## config.mk

```make
export PLATFORM = sky130hd
export DESIGN_NAME = rv_exec_top
export DESIGN_NICKNAME = d
export VERILOG_FILES = /design/src/hdl/rv_exec_pkg.sv /design/src/hdl/rv_exec_int_unit.sv /design/src/hdl/rv_exec_addr_unit.sv /design/src/hdl/rv_exec_merge.sv /design/src/hdl/rv_exec_top.sv
export SDC_FILE = /design/constraint.sdc
export NUM_CORES = 1
export LEC_CHECK = 0
export BUFFER_PORTS_ARGS = -buffer_cell sky130_fd_sc_hd__buf_2
export CORE_MARGIN = 1.5
export CORE_UTILIZATION = 50
export DETAILED_ROUTE_END_ITERATION = 10
export GPL_ROUTABILITY_DRIVEN = 1
export GPL_TIMING_DRIVEN = 0
export PLACE_DENSITY = 0.74
export SLEW_MARGIN = 20
export SYNTH_ARGS = -nofsm -noshare
export SYNTH_HDL_FRONTEND = slang
export SYNTH_SLANG_ARGS = --single-unit
```

## constraint.sdc

```tcl
create_clock -name i_clk -period 5.9 [get_ports i_clk]
set_input_delay 1.18 -clock i_clk [delete_from_list [all_inputs] [get_ports i_clk]]
set_output_delay 1.18 -clock i_clk [all_outputs]
set_load 0.03 [all_outputs]
```

## src/hdl/rv_exec_pkg.sv

```systemverilog
package rv_exec_pkg;

    // depth of the downstream buffer when the top level does not override it.
    localparam int unsigned DEFAULT_OUT_CREDITS = 4;

    typedef enum logic [2:0]
    {
        class_alu            = 3'd0,
        class_alu_imm_unused = 3'd1,
        class_branch         = 3'd2,
        class_jal            = 3'd3,
        class_jalr           = 3'd4,
        class_store          = 3'd5
    } exec_class_t;

    typedef enum logic [3:0]
    {
        alu_add  = 4'd0,
        alu_sub  = 4'd1,
        alu_slt  = 4'd2,
        alu_sltu = 4'd3,
        alu_xor  = 4'd4,
        alu_or   = 4'd5,
        alu_and  = 4'd6,
        alu_sll  = 4'd7,
        alu_srl  = 4'd8,
        alu_sra  = 4'd9
    } alu_op_t;

    // branch codes follow the RV32I funct3 values.
    typedef enum logic [3:0]
    {
        br_beq  = 4'd0,
        br_bne  = 4'd1,
        br_blt  = 4'd4,
        br_bge  = 4'd5,
        br_bltu = 4'd6,
        br_bgeu = 4'd7
    } branch_cond_t;

    typedef enum logic [3:0]
    {
        size_byte = 4'd0,
        size_half = 4'd1,
        size_word = 4'd2
    } store_size_t;

    // the function field is read according to the operation class.
    typedef union packed
    {
        alu_op_t      alu_op;
        branch_cond_t cond;
        store_size_t  size;
    } exec_func_u;

    typedef struct packed
    {
        exec_class_t op_class;
        exec_func_u  func;
        logic [31:0] op1;
        logic [31:0] op2;
        logic [31:0] store_data;
        logic [31:0] pc;
        logic [31:0] pc_next;
        logic [31:0] imm;
        logic [4:0]  rd;
        logic        reg_write;
        logic        pred_taken;
    } exec_req_t;

    typedef struct packed
    {
        logic [31:0] value;
        logic        cond_true;
        logic [31:0] sum;
    } int_res_t;

    typedef struct packed
    {
        logic [31:0] target;
        logic [31:0] store_addr;
        logic [31:0] wdata;
        logic [3:0]  wsel;
    } addr_res_t;

    typedef struct packed
    {
        logic [31:0] result;
        logic [4:0]  rd;
        logic        reg_write;
        logic        store;
        logic [31:0] addr;
        logic [31:0] wdata;
        logic [3:0]  wsel;
    } exec_resp_t;

    typedef struct packed
    {
        logic        valid;
        logic [31:0] pc;
    } redirect_t;

endpackage

```

## src/hdl/rv_exec_int_unit.sv

```systemverilog
`timescale 1ns/1ps

module rv_exec_int_unit
(
    input  rv_exec_pkg::exec_req_t i_req,
    output rv_exec_pkg::int_res_t  o_res
);

    logic        is_alu;
    logic        is_branch;
    logic        is_store;
    logic        do_sub;
    logic [31:0] operand_b;
    logic [31:0] adder_b;
    logic [32:0] sum;
    logic        overflow;
    logic        eq;
    logic        lts;
    logic        ltu;
    logic [4:0]  shamt;
    logic        cond_met;
    logic [31:0] value;

    assign is_alu    = i_req.op_class == rv_exec_pkg::class_alu;
    assign is_branch = i_req.op_class == rv_exec_pkg::class_branch;
    assign is_store  = i_req.op_class == rv_exec_pkg::class_store;

    // branches and compares all come from op1 - op2 on the same adder.
    assign do_sub = is_branch |
                    (is_alu & ((i_req.func.alu_op == rv_exec_pkg::alu_sub) |
                               (i_req.func.alu_op == rv_exec_pkg::alu_slt) |
                               (i_req.func.alu_op == rv_exec_pkg::alu_sltu)));

    // a store adds the immediate, so sum is its effective address.
    assign operand_b = is_store ? i_req.imm : i_req.op2;
    assign adder_b   = do_sub ? ~operand_b : operand_b;
    assign sum       = {1'b0, i_req.op1} + {1'b0, adder_b} + {32'd0, do_sub};

    assign overflow = (i_req.op1[31] == adder_b[31]) & (sum[31] != i_req.op1[31]);
    assign eq       = sum[31:0] == 32'd0;
    assign lts      = sum[31] ^ overflow;
    assign ltu      = ~sum[32];

    assign shamt = i_req.op2[4:0];

    always_comb
    begin
        case (i_req.func.alu_op)
            rv_exec_pkg::alu_slt:  value = {31'd0, lts};
            rv_exec_pkg::alu_sltu: value = {31'd0, ltu};
            rv_exec_pkg::alu_xor:  value = i_req.op1 ^ i_req.op2;
            rv_exec_pkg::alu_or:   value = i_req.op1 | i_req.op2;
            rv_exec_pkg::alu_and:  value = i_req.op1 & i_req.op2;
            rv_exec_pkg::alu_sll:  value = i_req.op1 << shamt;
            rv_exec_pkg::alu_srl:  value = i_req.op1 >> shamt;
            rv_exec_pkg::alu_sra:  value = $unsigned($signed(i_req.op1) >>> shamt);
            default:               value = sum[31:0];
        endcase
    end

    always_comb
    begin
        case (i_req.func.cond)
            rv_exec_pkg::br_beq:  cond_met = eq;
            rv_exec_pkg::br_bne:  cond_met = ~eq;
            rv_exec_pkg::br_blt:  cond_met = lts;
            rv_exec_pkg::br_bge:  cond_met = ~lts;
            rv_exec_pkg::br_bltu: cond_met = ltu;
            rv_exec_pkg::br_bgeu: cond_met = ~ltu;
            default:              cond_met = 1'b0;
        endcase
    end

    assign o_res = '{
        value:     value,
        cond_true: is_branch & cond_met,
        sum:       sum[31:0]
    };

endmodule

```

## src/hdl/rv_exec_addr_unit.sv

```systemverilog
`timescale 1ns/1ps

module rv_exec_addr_unit
(
    input  rv_exec_pkg::exec_req_t i_req,
    output rv_exec_pkg::addr_res_t o_res
);

    logic        is_jalr;
    logic        is_store;
    logic [31:0] pc_sum;
    logic [31:0] reg_sum;
    logic [31:0] target;
    logic [31:0] wdata;
    logic [3:0]  wsel;

    assign is_jalr  = i_req.op_class == rv_exec_pkg::class_jalr;
    assign is_store = i_req.op_class == rv_exec_pkg::class_store;

    assign pc_sum  = i_req.pc + i_req.imm;
    assign reg_sum = i_req.op1 + i_req.imm;

    // jalr drops bit 0 of the computed address.
    assign target = is_jalr ? {reg_sum[31:1], 1'b0} : pc_sum;

    always_comb
    begin
        case (i_req.func.size)
            rv_exec_pkg::size_byte: wdata = {4{i_req.store_data[7:0]}};
            rv_exec_pkg::size_half: wdata = {2{i_req.store_data[15:0]}};
            default:                wdata = i_req.store_data;
        endcase
    end

    // lanes follow the low address bits and only a store enables any.
    always_comb
    begin
        if (!is_store)
        begin
            wsel = 4'b0000;
        end
        else
        begin
            case (i_req.func.size)
                rv_exec_pkg::size_byte:
                begin
                    wsel = 4'b0001 << reg_sum[1:0];
                end
                rv_exec_pkg::size_half:
                begin
                    wsel = reg_sum[1] ? 4'b1100 : 4'b0011;
                end
                default:
                begin
                    wsel = 4'b1111;
                end
            endcase
        end
    end

    assign o_res = '{
        target:     target,
        store_addr: reg_sum,
        wdata:      wdata,
        wsel:       wsel
    };

endmodule

```

## src/hdl/rv_exec_merge.sv

```systemverilog
`timescale 1ns/1ps

module rv_exec_merge
#(
    parameter int unsigned OUT_CREDITS = rv_exec_pkg::DEFAULT_OUT_CREDITS
)
(
    input  logic                    i_clk,
    input  logic                    i_reset,
    input  logic                    i_flush,
    input  logic                    i_req_valid,
    input  rv_exec_pkg::exec_req_t  i_req,
    output logic [1:0]              o_issue_credit,
    output rv_exec_pkg::exec_req_t  o_slot_req,
    input  rv_exec_pkg::int_res_t   i_int,
    input  rv_exec_pkg::addr_res_t  i_addr,
    output logic                    o_resp_valid,
    output rv_exec_pkg::exec_resp_t o_resp,
    input  logic                    i_resp_credit,
    output rv_exec_pkg::redirect_t  o_redirect
);

    localparam int unsigned CREDIT_W = $clog2(OUT_CREDITS + 1);

    logic                    a_valid;
    rv_exec_pkg::exec_req_t  a_req;
    logic                    b_valid;
    rv_exec_pkg::exec_resp_t b_resp;
    rv_exec_pkg::redirect_t  redirect_q;
    logic [CREDIT_W-1:0]     credits;
    logic                    send;
    logic                    move;
    logic                    is_jump;
    logic                    taken;
    logic                    mispredict;
    logic [1:0]              flushed;

    assign send = b_valid & (credits != '0);
    assign move = a_valid & (~b_valid | send);

    assign is_jump    = (a_req.op_class == rv_exec_pkg::class_jal) |
                        (a_req.op_class == rv_exec_pkg::class_jalr);
    assign taken      = is_jump | ((a_req.op_class == rv_exec_pkg::class_branch) & i_int.cond_true);
    assign mispredict = taken ^ a_req.pred_taken;

    always_ff @(posedge i_clk)
    begin
        if (i_reset | i_flush)
        begin
            a_valid          <= 1'b0;
            b_valid          <= 1'b0;
            redirect_q.valid <= 1'b0;
        end
        else
        begin
            a_valid          <= i_req_valid | (a_valid & ~move);
            b_valid          <= move | (b_valid & ~send);
            redirect_q.valid <= move & mispredict;
        end
    end

    always_ff @(posedge i_clk)
    begin
        if (i_req_valid)
        begin
            a_req <= i_req;
        end
        if (move)
        begin
            b_resp.result    <= is_jump ? a_req.pc_next : i_int.value;
            b_resp.rd        <= a_req.rd;
            b_resp.reg_write <= a_req.reg_write;
            b_resp.store     <= a_req.op_class == rv_exec_pkg::class_store;
            b_resp.addr      <= i_addr.store_addr;
            b_resp.wdata     <= i_addr.wdata;
            b_resp.wsel      <= i_addr.wsel;
            redirect_q.pc    <= taken ? i_addr.target : a_req.pc_next;
        end
    end

    always_ff @(posedge i_clk)
    begin
        if (i_reset)
        begin
            credits <= CREDIT_W'(OUT_CREDITS);
        end
        else
        begin
            credits <= credits - CREDIT_W'(send) + CREDIT_W'(i_resp_credit);
        end
    end

    // a flush also drops a request arriving in the same cycle, so its slot comes back.
    assign flushed = i_flush ? (2'(a_valid) + 2'(b_valid & ~send) + 2'(i_req_valid)) : 2'd0;
    assign o_issue_credit = 2'(send) + flushed;

    assign o_slot_req   = a_req;
    assign o_resp_valid = send;
    assign o_resp       = b_resp;
    assign o_redirect   = redirect_q;

    // the issuer only sends while it holds a credit, so a full stage never sees a request.
    assert property (@(posedge i_clk) disable iff (i_reset)
        i_req_valid |-> !(a_valid && b_valid));

    assert property (@(posedge i_clk) disable iff (i_reset)
        credits <= CREDIT_W'(OUT_CREDITS));

endmodule

```

## src/hdl/rv_exec_top.sv

```systemverilog
`timescale 1ns/1ps

module rv_exec_top
#(
    parameter int unsigned OUT_CREDITS = rv_exec_pkg::DEFAULT_OUT_CREDITS
)
(
    input  logic                    i_clk,
    input  logic                    i_reset,
    input  logic                    i_flush,
    input  logic                    i_req_valid,
    input  rv_exec_pkg::exec_req_t  i_req,
    output logic [1:0]              o_issue_credit,
    output logic                    o_resp_valid,
    output rv_exec_pkg::exec_resp_t o_resp,
    input  logic                    i_resp_credit,
    output rv_exec_pkg::redirect_t  o_redirect
);

    rv_exec_pkg::exec_req_t  slot_req;
    rv_exec_pkg::int_res_t   int_res;
    rv_exec_pkg::addr_res_t  addr_res;

    rv_exec_merge
    #(
        .OUT_CREDITS    (OUT_CREDITS)
    )
    u_merge
    (
        .i_clk          (i_clk),
        .i_reset        (i_reset),
        .i_flush        (i_flush),
        .i_req_valid    (i_req_valid),
        .i_req          (i_req),
        .o_issue_credit (o_issue_credit),
        .o_slot_req     (slot_req),
        .i_int          (int_res),
        .i_addr         (addr_res),
        .o_resp_valid   (o_resp_valid),
        .o_resp         (o_resp),
        .i_resp_credit  (i_resp_credit),
        .o_redirect     (o_redirect)
    );

    // both units work side by side on the packet held in slot A.
    rv_exec_int_unit u_int
    (
        .i_req          (slot_req),
        .o_res          (int_res)
    );

    rv_exec_addr_unit u_addr
    (
        .i_req          (slot_req),
        .o_res          (addr_res)
    );

endmodule

```

Word level (Yosys, flattened, before mapping)
Cells that the tools add are included.
Storage, ports and cells
  flip-flop bits (word level): 351
  output and inout port bits: 143
  word-level logic and storage cells: 98
Operators by class
  $add $sub $neg: 9
  equal/unequal tests: 15
  shift operators: 4
  mux-type cells: 11
  bitwise operators: 32
  reductions and logical operators: 4
Operators by type and width (count)
  case mux 32 bit (8 select lines): 1
  2-to-1 mux 32 bit: 5
  adder 32 bit: 2
  case mux 32 bit (2 select lines): 1
  adder 32 x 32 -> 33 bit: 1
  adder 33 x 1 -> 33 bit: 1
  AND 32 bit: 1
  zero test 32 bit: 1
  inverter 32 bit: 1
  bitwise OR 32 bit: 1
  << shifter 32 x 5 -> 32 bit: 1
  >> shifter 32 x 5 -> 32 bit: 1
  >>> shifter 32 x 5 -> 32 bit: 1
  XOR 32 bit: 1
  equality test 4 x 3 -> 1 bit (second input constant): 4
  AND 1 bit: 9
  bitwise OR 1 bit: 9
  equality test 4 x 2 -> 1 bit (second input constant): 2
  equality test 4 bit (second input constant): 2
  case mux 4 bit (2 select lines): 1
  equality test 3 x 2 -> 1 bit (second input constant): 2
  equality test 3 bit (second input constant): 2
  inverter 1 bit: 6
  case mux 1 bit (6 select lines): 1
  other kinds (16): 18

Depth between registers and ports, before layout
Gate-level depths: netlist of run 1.
  word-level depth: 18
  depth in mapped cells: 22
  depth with buffers taken out: 19

Cells and area by module
From an unflattened synthesis of run 1, not the netlist that was laid out.
Unflattened totals
  cells, all modules: 2307
  area, all modules: 23950.5 µm²
By module, submodules not included
  rv_exec_merge: times used 1, cells each 460, area each 11705.0 µm²
  rv_exec_int_unit: times used 1, cells each 1253, area each 7908.8 µm²
  rv_exec_addr_unit: times used 1, cells each 594, area each 4336.7 µm²

Least setup slack after synthesis of run 1
OpenSTA, ideal clock, no wires.
  path type: reg2reg
  from: register u_merge.a_req, in the netlist u_merge.o_slot_req[203]
  to: register u_merge.redirect_q, in the netlist u_merge.o_redirect[12] (data pin)
  library setup time: 260 ps
  arrival: 5494 ps
  path slack: 146 ps
  stages on the path, launching flop included: 22
  path buffers: 4
  period minus slack after synthesis: 5754 ps
  cell sequence: edfxtp_1 -> buf_2 -> nand3b_1 -> buf_1 -> buf_1 -> mux2i_1 -> xnor2_1 -> ha_1 -> or2_1 -> o311a_4 -> o31ai_4 -> a21oi_1 -> or3_1 -> a2111o_1 -> or4_1 -> nand4bb_1 -> nand4b_4 -> nor4_2 -> xnor2_1 -> a211oi_4 -> buf_6 -> mux2_4
On the way
  cells in the longest elaborated chain, start to end: 15
  elaborated cells on any way between the ends: 27
  those cells by class: 2 x add/sub; 6 x eq/ne; 5 x mux; 12 x bitwise; 2 x reduce/logical
Ends and longest elaborated chain
  start, declared: line rv_exec_merge.sv:26  | rv_exec_pkg::exec_req_t a_req;
  start signal, assigned: line rv_exec_merge.sv:66  | a_req <= i_req;
  zero test 3 bit or equality test 3 bit (tied branches): line rv_exec_int_unit.sv:24, rv_exec_int_unit.sv:26
  AND 1 bit or 2-to-1 mux 32 bit (tied branches): line rv_exec_int_unit.sv:30, rv_exec_int_unit.sv:35
  bitwise OR 1 bit or inverter 32 bit (tied branches): line rv_exec_int_unit.sv:29, rv_exec_int_unit.sv:36
  2-to-1 mux 32 bit: line rv_exec_int_unit.sv:36  | assign adder_b = do_sub ? ~operand_b : operand_b;
  adder 32 x 32 -> 33 bit: line rv_exec_int_unit.sv:37  | assign sum = {1'b0, i_req.op1} + {1'b0, adder_b} + {32'd0, do_sub};
  adder 33 x 1 -> 33 bit: line rv_exec_int_unit.sv:37
  inequality test 1 bit: line rv_exec_int_unit.sv:39  | assign overflow = (i_req.op1[31] == adder_b[31]) & (sum[31] != i_req.op1[31]);
  AND 1 bit: line rv_exec_int_unit.sv:39
  XOR 1 bit: line rv_exec_int_unit.sv:41  | assign lts = sum[31] ^ overflow;
  inverter 1 bit: line rv_exec_int_unit.sv:67  | rv_exec_pkg::br_bge: cond_met = ~lts;
  case mux 1 bit (6 select lines): line rv_exec_int_unit.sv:63  | case (i_req.func.cond)
  AND 1 bit: line rv_exec_int_unit.sv:76  | cond_true: is_branch & cond_met,
  AND 1 bit: line rv_exec_merge.sv:43  | assign taken = is_jump | ((a_req.op_class == rv_exec_pkg::class_branch) & i_int.cond_true);
  bitwise OR 1 bit: line rv_exec_merge.sv:43
  2-to-1 mux 32 bit *: line rv_exec_merge.sv:77  | redirect_q.pc <= taken ? i_addr.target : a_req.pc_next;
  end, declared: line rv_exec_merge.sv:29  | rv_exec_pkg::redirect_t redirect_q;
Every way passes the cells marked *; elsewhere a longest branch is shown, timed or not.
A chain may end at the register's enable or synchronous reset.

Worst setup path in the final report of run 1
  from: register u_merge.a_req, in the netlist u_merge.o_slot_req[200]
  to: register u_merge.redirect_q, in the netlist u_merge.o_redirect[1] (data pin)
On the way
  cells in the longest elaborated chain, start to end: 17
  elaborated cells on any way between the ends: 28
  those cells by class: 2 x add/sub; 9 x eq/ne; 3 x mux; 12 x bitwise; 2 x reduce/logical
Ends and longest elaborated chain
  equality test 4 x 1 -> 1 bit or equality test 4 x 2 -> 1 bit (tied branches): line rv_exec_int_unit.sv:30, rv_exec_int_unit.sv:63, rv_exec_int_unit.sv:31
  bitwise OR 1 bit: line rv_exec_int_unit.sv:30  | (is_alu & ((i_req.func.alu_op == rv_exec_pkg::alu_sub) |
  bitwise OR 1 bit: line rv_exec_int_unit.sv:31  | (i_req.func.alu_op == rv_exec_pkg::alu_slt) |
  AND 1 bit: line rv_exec_int_unit.sv:30
  bitwise OR 1 bit: line rv_exec_int_unit.sv:29  | assign do_sub = is_branch |
  2-to-1 mux 32 bit: line rv_exec_int_unit.sv:36
  adder 32 x 32 -> 33 bit: line rv_exec_int_unit.sv:37
  adder 33 x 1 -> 33 bit: line rv_exec_int_unit.sv:37
  inequality test 1 bit: line rv_exec_int_unit.sv:39
  AND 1 bit: line rv_exec_int_unit.sv:39
  XOR 1 bit: line rv_exec_int_unit.sv:41
  inverter 1 bit: line rv_exec_int_unit.sv:67
  case mux 1 bit (6 select lines) *: line rv_exec_int_unit.sv:63
  AND 1 bit *: line rv_exec_int_unit.sv:76
  AND 1 bit *: line rv_exec_merge.sv:43
  bitwise OR 1 bit *: line rv_exec_merge.sv:43
  2-to-1 mux 32 bit *: line rv_exec_merge.sv:77
Marks and branches as above.

==> results of run 1 <==
[cells in the mapped netlist, types with 26 or more instances]
cell | count | share of area [%]
ha_1 | 166 | 8.9
a21o_1 | 35 | 1.1
inv_1 | 94 | 1.5
nand3_1 | 31 | 0.66
o21ai_0 | 207 | 4.4
xnor2_1 | 86 | 3.2
mux2_4 | 26 | 1.7
nand2_1 | 183 | 2.9
edfxtp_1 | 345 | 44
o22ai_1 | 43 | 1.2
clkbuf_1 | 80 | 1.3
a21oi_1 | 170 | 3.6
xor2_1 | 34 | 1.3
nor3_1 | 32 | 0.69
nor2_1 | 172 | 2.8
mux2i_1 | 127 | 5.4
[layout by cell type, fill, tap and decap left out, types with 10 or more instances in the layout]
master     synthesis  final
nand2b_1          21     21
clkbuf_8           4     10
a221o_1           12     12
edfxtp_1         345    345
buf_4              0     34
buf_1             25     20
mux2i_1          127    125
o31ai_1           17     17
buf_2              3    355
o21ai_0          207    205
xor2_1            34     34
nand4_1           14     14
mux2_4            26     26
o211ai_1          20     20
o22ai_1           43     43
a21oi_1          170    166
o21bai_1          11     11
inv_1             94     94
a21o_1            35     35
nand3_1           31     31
a211oi_1          16     15
ha_1             166    159
nor2_1           172    170
clkbuf_1          80     67
xnor2_1           86     81
nand2_1          183    182
mux2_2            25     25
mux4_2            17     17
clkbuf_16          0     39
o21a_1            20     20
nor3_1            32     29
nor2b_1           14     14
a211o_1           10     10
[worst max-delay path: stages (launching register included)]
cell and delay [ns]:
edfxtp_1 0.47, or2_4 0.32, a21oi_4 0.21, nor3_4 0.07
clkbuf_8 0.15, buf_4 0.16, xnor2_1 0.12, ha_2 0.39
nand3_1 0.14, or3_1 0.38, o211a_4 0.28, o31ai_2 0.29
xor2_1 0.18, or4_4 0.56, nand4bb_1 0.21, nand4b_4 0.21
nor4_4 0.21, xnor2_2 0.15, a211oi_4 0.30, buf_6 0.20
buf_4 0.14, mux2_1 0.35
[final cells by class]
cell class | count | share of cell area, %
Antenna cell | 1 | 0.00898
Buffer | 111 | 2.29
Clock buffer | 47 | 3.68
Clock inverter | 25 | 0.799
Inverter | 97 | 1.31
Multi-Input combinational cell | 1657 | 43.8
Sequential cell | 351 | 37.6
Tap cell | 607 | 2.72
Timing Repair Buffer | 392 | 7.77
[how the worst max path moves through the flow]
stage | from | endpoint | cells after the start
after floorplan | u_merge.o_slot_req[203] | u_merge.o_redirect[12] | 21
after global placement | u_merge.o_slot_req[136] | u_merge.o_redirect[27] | 22
after detailed placement | u_merge.o_slot_req[136] | u_merge.o_redirect[30] | 22
after CTS | u_merge.o_slot_req[139] | u_merge.o_redirect[1] | 20
after global routing | u_merge.o_slot_req[200] | u_merge.o_redirect[1] | 24
final | u_merge.o_slot_req[200] | u_merge.o_redirect[1] | 21
[sequential cells by signal, indices dropped and copies added (netlist names)]
| name | flops |
|---|---|
| u_merge.a_valid | 1 |
| u_merge.b_valid | 1 |
| u_merge.credits | 3 |
| u_merge.o_redirect | 33 |
| u_merge.o_resp | 107 |
| u_merge.o_slot_req | 206 |
[where the power goes]
part / switching (mW) / internal (mW) / leakage (nW)
Clock: 1.05 / 1.34 / 0.607
Sequential: 0.185 / 2.98 / 3.34
Combinational: 1.86 / 1.07 / 7.52
Total: 3.10 / 5.40 / 11.5
[metal layers]
metal,global-route usage [%],wire length [um],up-vias
met2,63.8,44200,1343
met3,9.92,10100,327
met5,0,17,-
li1,-,-,9158
met4,23.4,6260,4
met1,47.6,35300,10200
[stage by stage]
step	hold slack [ns]	std cells	power [mW]	util, %	instance area [sq um]
global route	0.431	3287	8.76	60.1	27900
floorplan	0.400	2225	4.94	-	23400
global placement	0.401	3185	5.90	55.9	25900
detailed placement	0.406	3192	5.93	56.2	26100
finish	0.423	3288	8.50	60.1	27900
CTS	0.420	3280	8.37	59.7	27700
[kinds of logic (layout without fill, tap and decap cells)]
kind of cell,Yosys count,in the layout,share of synthesized area [%]
simple gates,522,522,10.2
xor+xnor,120,120,4.50
mux,199,199,10.1
other cells,0,1,0
buf+inv,217,672,3.92
flops,351,351,44.8
fa+ha+maj,171,171,9.31
compound gates,645,645,17.1
[repair_timing]
item                       4_1_cts  5_1_grt
gates resized for setup         59       34
hold endpoints to repair         0        0
pin swaps                        8       17
setup endpoints to repair       35       33
buffers inserted                21       11
==> results.tsv, run 1 <==
stage	metric	value	unit
pwr	Leakage	11.5	nW
layout	Multi-input gate area	0.0122	sq mm
drt	vias	21000	
place	hpwl dp	75700	um
timing	Finish-stage setup viols	0	
place	GPL Wtd Cong	1.02	
timing	min Tclk post-route	5.78	ns
setup_path	Worst Reg-to-Reg Cells	21	
pwr	P per Cell Area	305	mW/mm^2
synth	Mapped Nets	2607	
cts	CTS Buf Count	39	
synth	EDFF count, synth	345	
flow_run	max cap viols	0	
synth	syn_area_per_cell	10.5	sq um
setup_path	crit path launch type	flop	
timing	setup TNS	0	ns
layout	FF/Latch Area	0.0105	sq mm
drt	Vias/cell	6.40	
global_routing	vias in the first global route	20800	
setup_path	r2r endpoint	u_merge.o_redirect[1]	
floorplanning	initial core utilization	50.4	%
drt	DR DRC count	0	
hold_path	hold path depth	0	
place	IO Port Bufs	353	
global_routing	largest net degree at the start of global routing	85	
global_routing	first-pass GRT wire length	136000	um
synth	Synth Warn #	0	
synth	Cells after Synth	2225	
global_routing	GRT overflow	0	
synth	Synth Cell Area	0.0234	sq mm
hold_path	Hold EP	u_merge.o_resp[73]	
layout	filler instances	3866	
cts	CTS max path bufs	3	
synth	ys flop type	edfxtp_1	
floorplanning	Die Ht	219	um
cts	CTS tree	yes	
setup_path	reg2reg start	u_merge.o_slot_req[200]	
floorplanning	die area	0.0481	sq mm
drt	first-iteration detailed-routing DRC count	2003	
setup_path	crit path max fanout	7	
cts	clock-pin slew on the worst setup and hold paths	0.06	ns
timing	achievable clock frequency	173	MHz
setup_path	crit end category	flop	
cts	Hold-fix buffers, CTS	0	
cts	clock sinks	351	
run_status	outcome	finished, final reports clean	
timing	Final Cycle Share	98.0	%
place	worst slack, placed	-2.16	ns
cts	clk root buf	clkbuf_16	
global_routing	initial antenna violation count	3	
timing	Hold Violations, Final	0	
hold_path	hold path start	u_merge.o_slot_req[5]	
cts	clock latency on the worst-skew pair	0.61	ns
timing	Setup WS post-layout	0.119	ns
drt	Antenna Nets Post-Route	0	
synth	Seq cells post-synth	351	
drt	drt first pass iters	6	
floorplanning	Core Area	0.0464	sq mm
floorplanning	I/O pins	354	
drt	WL final	96000	um
synth	Synth cell types	94	
setup_path	worst setup path class	reg -> reg	
layout	Nets	3031	
timing	Setup Skew	0.0393	ns
drt	routed len/inst	29.2	um
setup_path	Worst EP arrival	6.09	ns
hold_path	class of the worst hold path	reg -> reg	
pwr	VDD IR-drop max	0.298	mV
setup_path	R2R Setup Slk	0.12	ns
global_routing	All-Layer GR Usage	39.4	%
timing	worst slew pin tran	1.30	ns
layout	Layout area overhead	19.2	%
timing	Pins Over Slew Limit	0	
floorplanning	FP Rows	79	
cts	Max H-tree Level	2	
floorplanning	Die W	219	um
synth	register area share after synthesis	44.8	%
layout	layout cells sized above 1	22.7	%
timing	Slew headroom	12.5	%
synth	Post-synth ARST share	0	%
setup_path	CP required	6.21	ns
Power figures use the tool's default switching activity.
==> inputs of run 2 (changes only) <==
--- a/config.mk
+++ b/config.mk
@@ -6,7 +6,6 @@
 export NUM_CORES = 1
 export LEC_CHECK = 0
 export BUFFER_PORTS_ARGS = -buffer_cell sky130_fd_sc_hd__buf_2
-export CORE_MARGIN = 1.5
 export CORE_UTILIZATION = 50
 export DETAILED_ROUTE_END_ITERATION = 10
 export GPL_ROUTABILITY_DRIVEN = 1
==> constraint.sdc (replaced) <==
create_clock -name i_clk -period 5.9 [get_ports i_clk]
set_input_delay 0.59 -clock i_clk [delete_from_list [all_inputs] [get_ports i_clk]]
set_output_delay 0.59 -clock i_clk [all_outputs]
set_load 0.03 [all_outputs]
==> results.tsv, run 2 (same netlist as run 1, synthesis figures left out) <==
stage	metric	value	unit
global_routing	grt met3 use	13.1	%
setup_path	r2r endpoint	u_merge.o_redirect[24]	
drt	vias	22600	
setup_path	crit end category	flop	
layout	most common cell after layout, fill and taps aside	buf_2	
pwr	P per Cell Area	321	mW/mm^2
cts	CTS Buf Count	37	
timing	Setup Skew	0.0190	ns
drt	Antenna Nets Post-Route	0	
hold_path	class of the worst hold path	in -> reg	
cts	Max H-tree Level	2	
setup_path	crit path max fanout	8	
timing	Finish-stage setup viols	0	
setup_path	Worst Reg-to-Reg Cells	21	
layout	final core occ	61.5	%
flow_run	max cap viols	0	
floorplanning	I/O pins	354	
timing	min Tclk post-route	5.88	ns
place	worst slack, placed	-2.30	ns
timing	Pins Over Slew Limit	0	
drt	DR DRC count	0	
pwr	VDD IR-drop max	0.340	mV
setup_path	Setup crit start	u_merge.o_slot_req[205]	
drt	first-iteration detailed-routing DRC count	3137	
timing	Final Cycle Share	99.6	%
cts	CTS tree	yes	
setup_path	Worst EP arrival	6.22	ns
drt	WL final	110000	um
timing	achievable clock frequency	170	MHz
timing	Slew headroom	21.8	%
timing	hold slack	0.160	ns
place	hpwl dp	80600	um
layout	Multi-input gate area	0.0123	sq mm
layout	layout cells sized above 1	23.2	%
cts	CTS max path bufs	3	
drt	Vias/cell	6.87	
layout	Nets	3037	
timing	Hold Violations, Final	0	
global_routing	vias in the first global route	22200	
place	IO Port Bufs	353	
layout	FF/Latch Area	0.0105	sq mm
timing	setup TNS	0	ns
layout	max reg flops	206	
hold_path	hold path start	i_req[14]	
global_routing	first-pass GRT wire length	153000	um
floorplanning	FP Rows	78	
floorplanning	Die Ht	218	um
setup_path	crit path launch type	flop	
cts	clk root buf	clkbuf_16	
place	GPL Wtd Cong	1.06	
layout	filler instances	3417	
global_routing	met2 usage	69.7	%
floorplanning	initial core utilization	51.1	%
cts	clock sinks	351	
floorplanning	die area	0.0476	sq mm
global_routing	grt met1 use	54.5	%
global_routing	initial antenna violation count	4	
drt	routed len/inst	33.4	um
global_routing	GRT overflow	0	
pwr	Leakage	11.6	nW
drt	drt first pass iters	6	
timing	Setup WS post-layout	0.0233	ns
setup_path	Worst Setup EP	u_merge.o_redirect[24]	
floorplanning	Core Area	0.0458	sq mm
global_routing	largest net degree at the start of global routing	104	
cts	clock-pin slew on the worst setup and hold paths	0.07	ns
setup_path	CP required	6.24	ns
timing	worst slew pin tran	1.17	ns
layout	most frequent cells in the layout	buf_2 (353), edfxtp_1 (345), o21ai_0 (205)	
global_routing	gr busiest metal	met2	
setup_path	worst setup path class	reg -> reg	
setup_path	reg2reg start	u_merge.o_slot_req[205]	
global_routing	All-Layer GR Usage	45.1	%
run_status	outcome	finished, final reports clean	
cts	clock latency on the worst-skew pair	0.60	ns
layout	Layout area overhead	20.5	%
floorplanning	Die W	218	um
setup_path	R2R Setup Slk	0.02	ns
-- run 2: cell count changes in the layout (fill, tap and decap cells not counted), sizes merged --
cell and change:
clkinv -6, bufinv +7, inv -1, buf +5, clkbuf -1, diode +3
-- run 2: worst max-delay path, cell delays in order (launching register included) --
cell,delay (ns)
edfxtp_1,0.54
nand3b_1,0.20
buf_6,0.15
buf_6,0.13
mux2i_2,0.24
xnor2_1,0.15
ha_1,0.27
nor2b_4,0.14
o311a_4,0.33
o21a_1,0.17
nor2_1,0.20
xnor2_2,0.15
or4_1,0.55
or4_4,0.50
nand4bb_4,0.22
nand4b_4,0.22
nor4_4,0.29
xnor2_2,0.14
a211oi_4,0.31
buf_6,0.19
buf_12,0.18
mux2_4,0.32
-- run 2: repair_timing --
action,4_1_cts,5_1_grt
setup endpoints to repair,36,33
pin swaps,9,14
gates cloned,0,0
buffers inserted,24,14
hold buffers,0,0
resized for setup,81,48
-- run 2: area by class of cell --
cell class	count	area share (%)
Buffer	113	2.46
Clock buffer	43	3.48
Timing Repair Buffer	398	7.86
Sequential cell	351	37.2
Antenna cell	4	0.0355
Multi-Input combinational cell	1657	43.6
Clock inverter	25	1.38
Tap cell	600	2.66
Inverter	97	1.29
-- run 2: routing by layer --
layer,up-vias,share of wire (%)
met1,10800,35
li1,9160,-
met5,-,0.047
met2,2017,44
met3,595,13
met4,2,8.2
-- run 2: power breakdown --
part | internal (mW) | switching (mW) | total (mW)
clock network | 1.60 | 1.11 | 2.71
logic | 1.10 | 2.04 | 3.13
registers | 2.98 | 0.214 | 3.19
total | 5.68 | 3.36 | 9.04
-- run 2: worst min-delay path by stage --
stage	depth (start not counted)	to	slack, ns
3_3_place_gp	0	u_merge.o_resp[74]	0.40
3_5_place_dp	0	u_merge.o_resp[74]	0.41
2_1_floorplan	0	u_merge.o_resp[69]	0.40
6_report	1	u_merge.o_slot_req[14]	0.16
4_1_cts	1	u_merge.o_slot_req[14]	0.16
5_1_grt	1	u_merge.o_slot_req[103]	0.16
-- run 2: stage by stage --
step	power, mW	std cells	cell area (sq um)
6_report	9.04	3288	28200
5_1_grt	9.21	3285	28200
4_1_cts	8.78	3274	27900
3_5_place_dp	6.00	3185	26100
3_3_place_gp	5.94	3178	25900
2_1_floorplan	4.94	2225	23400
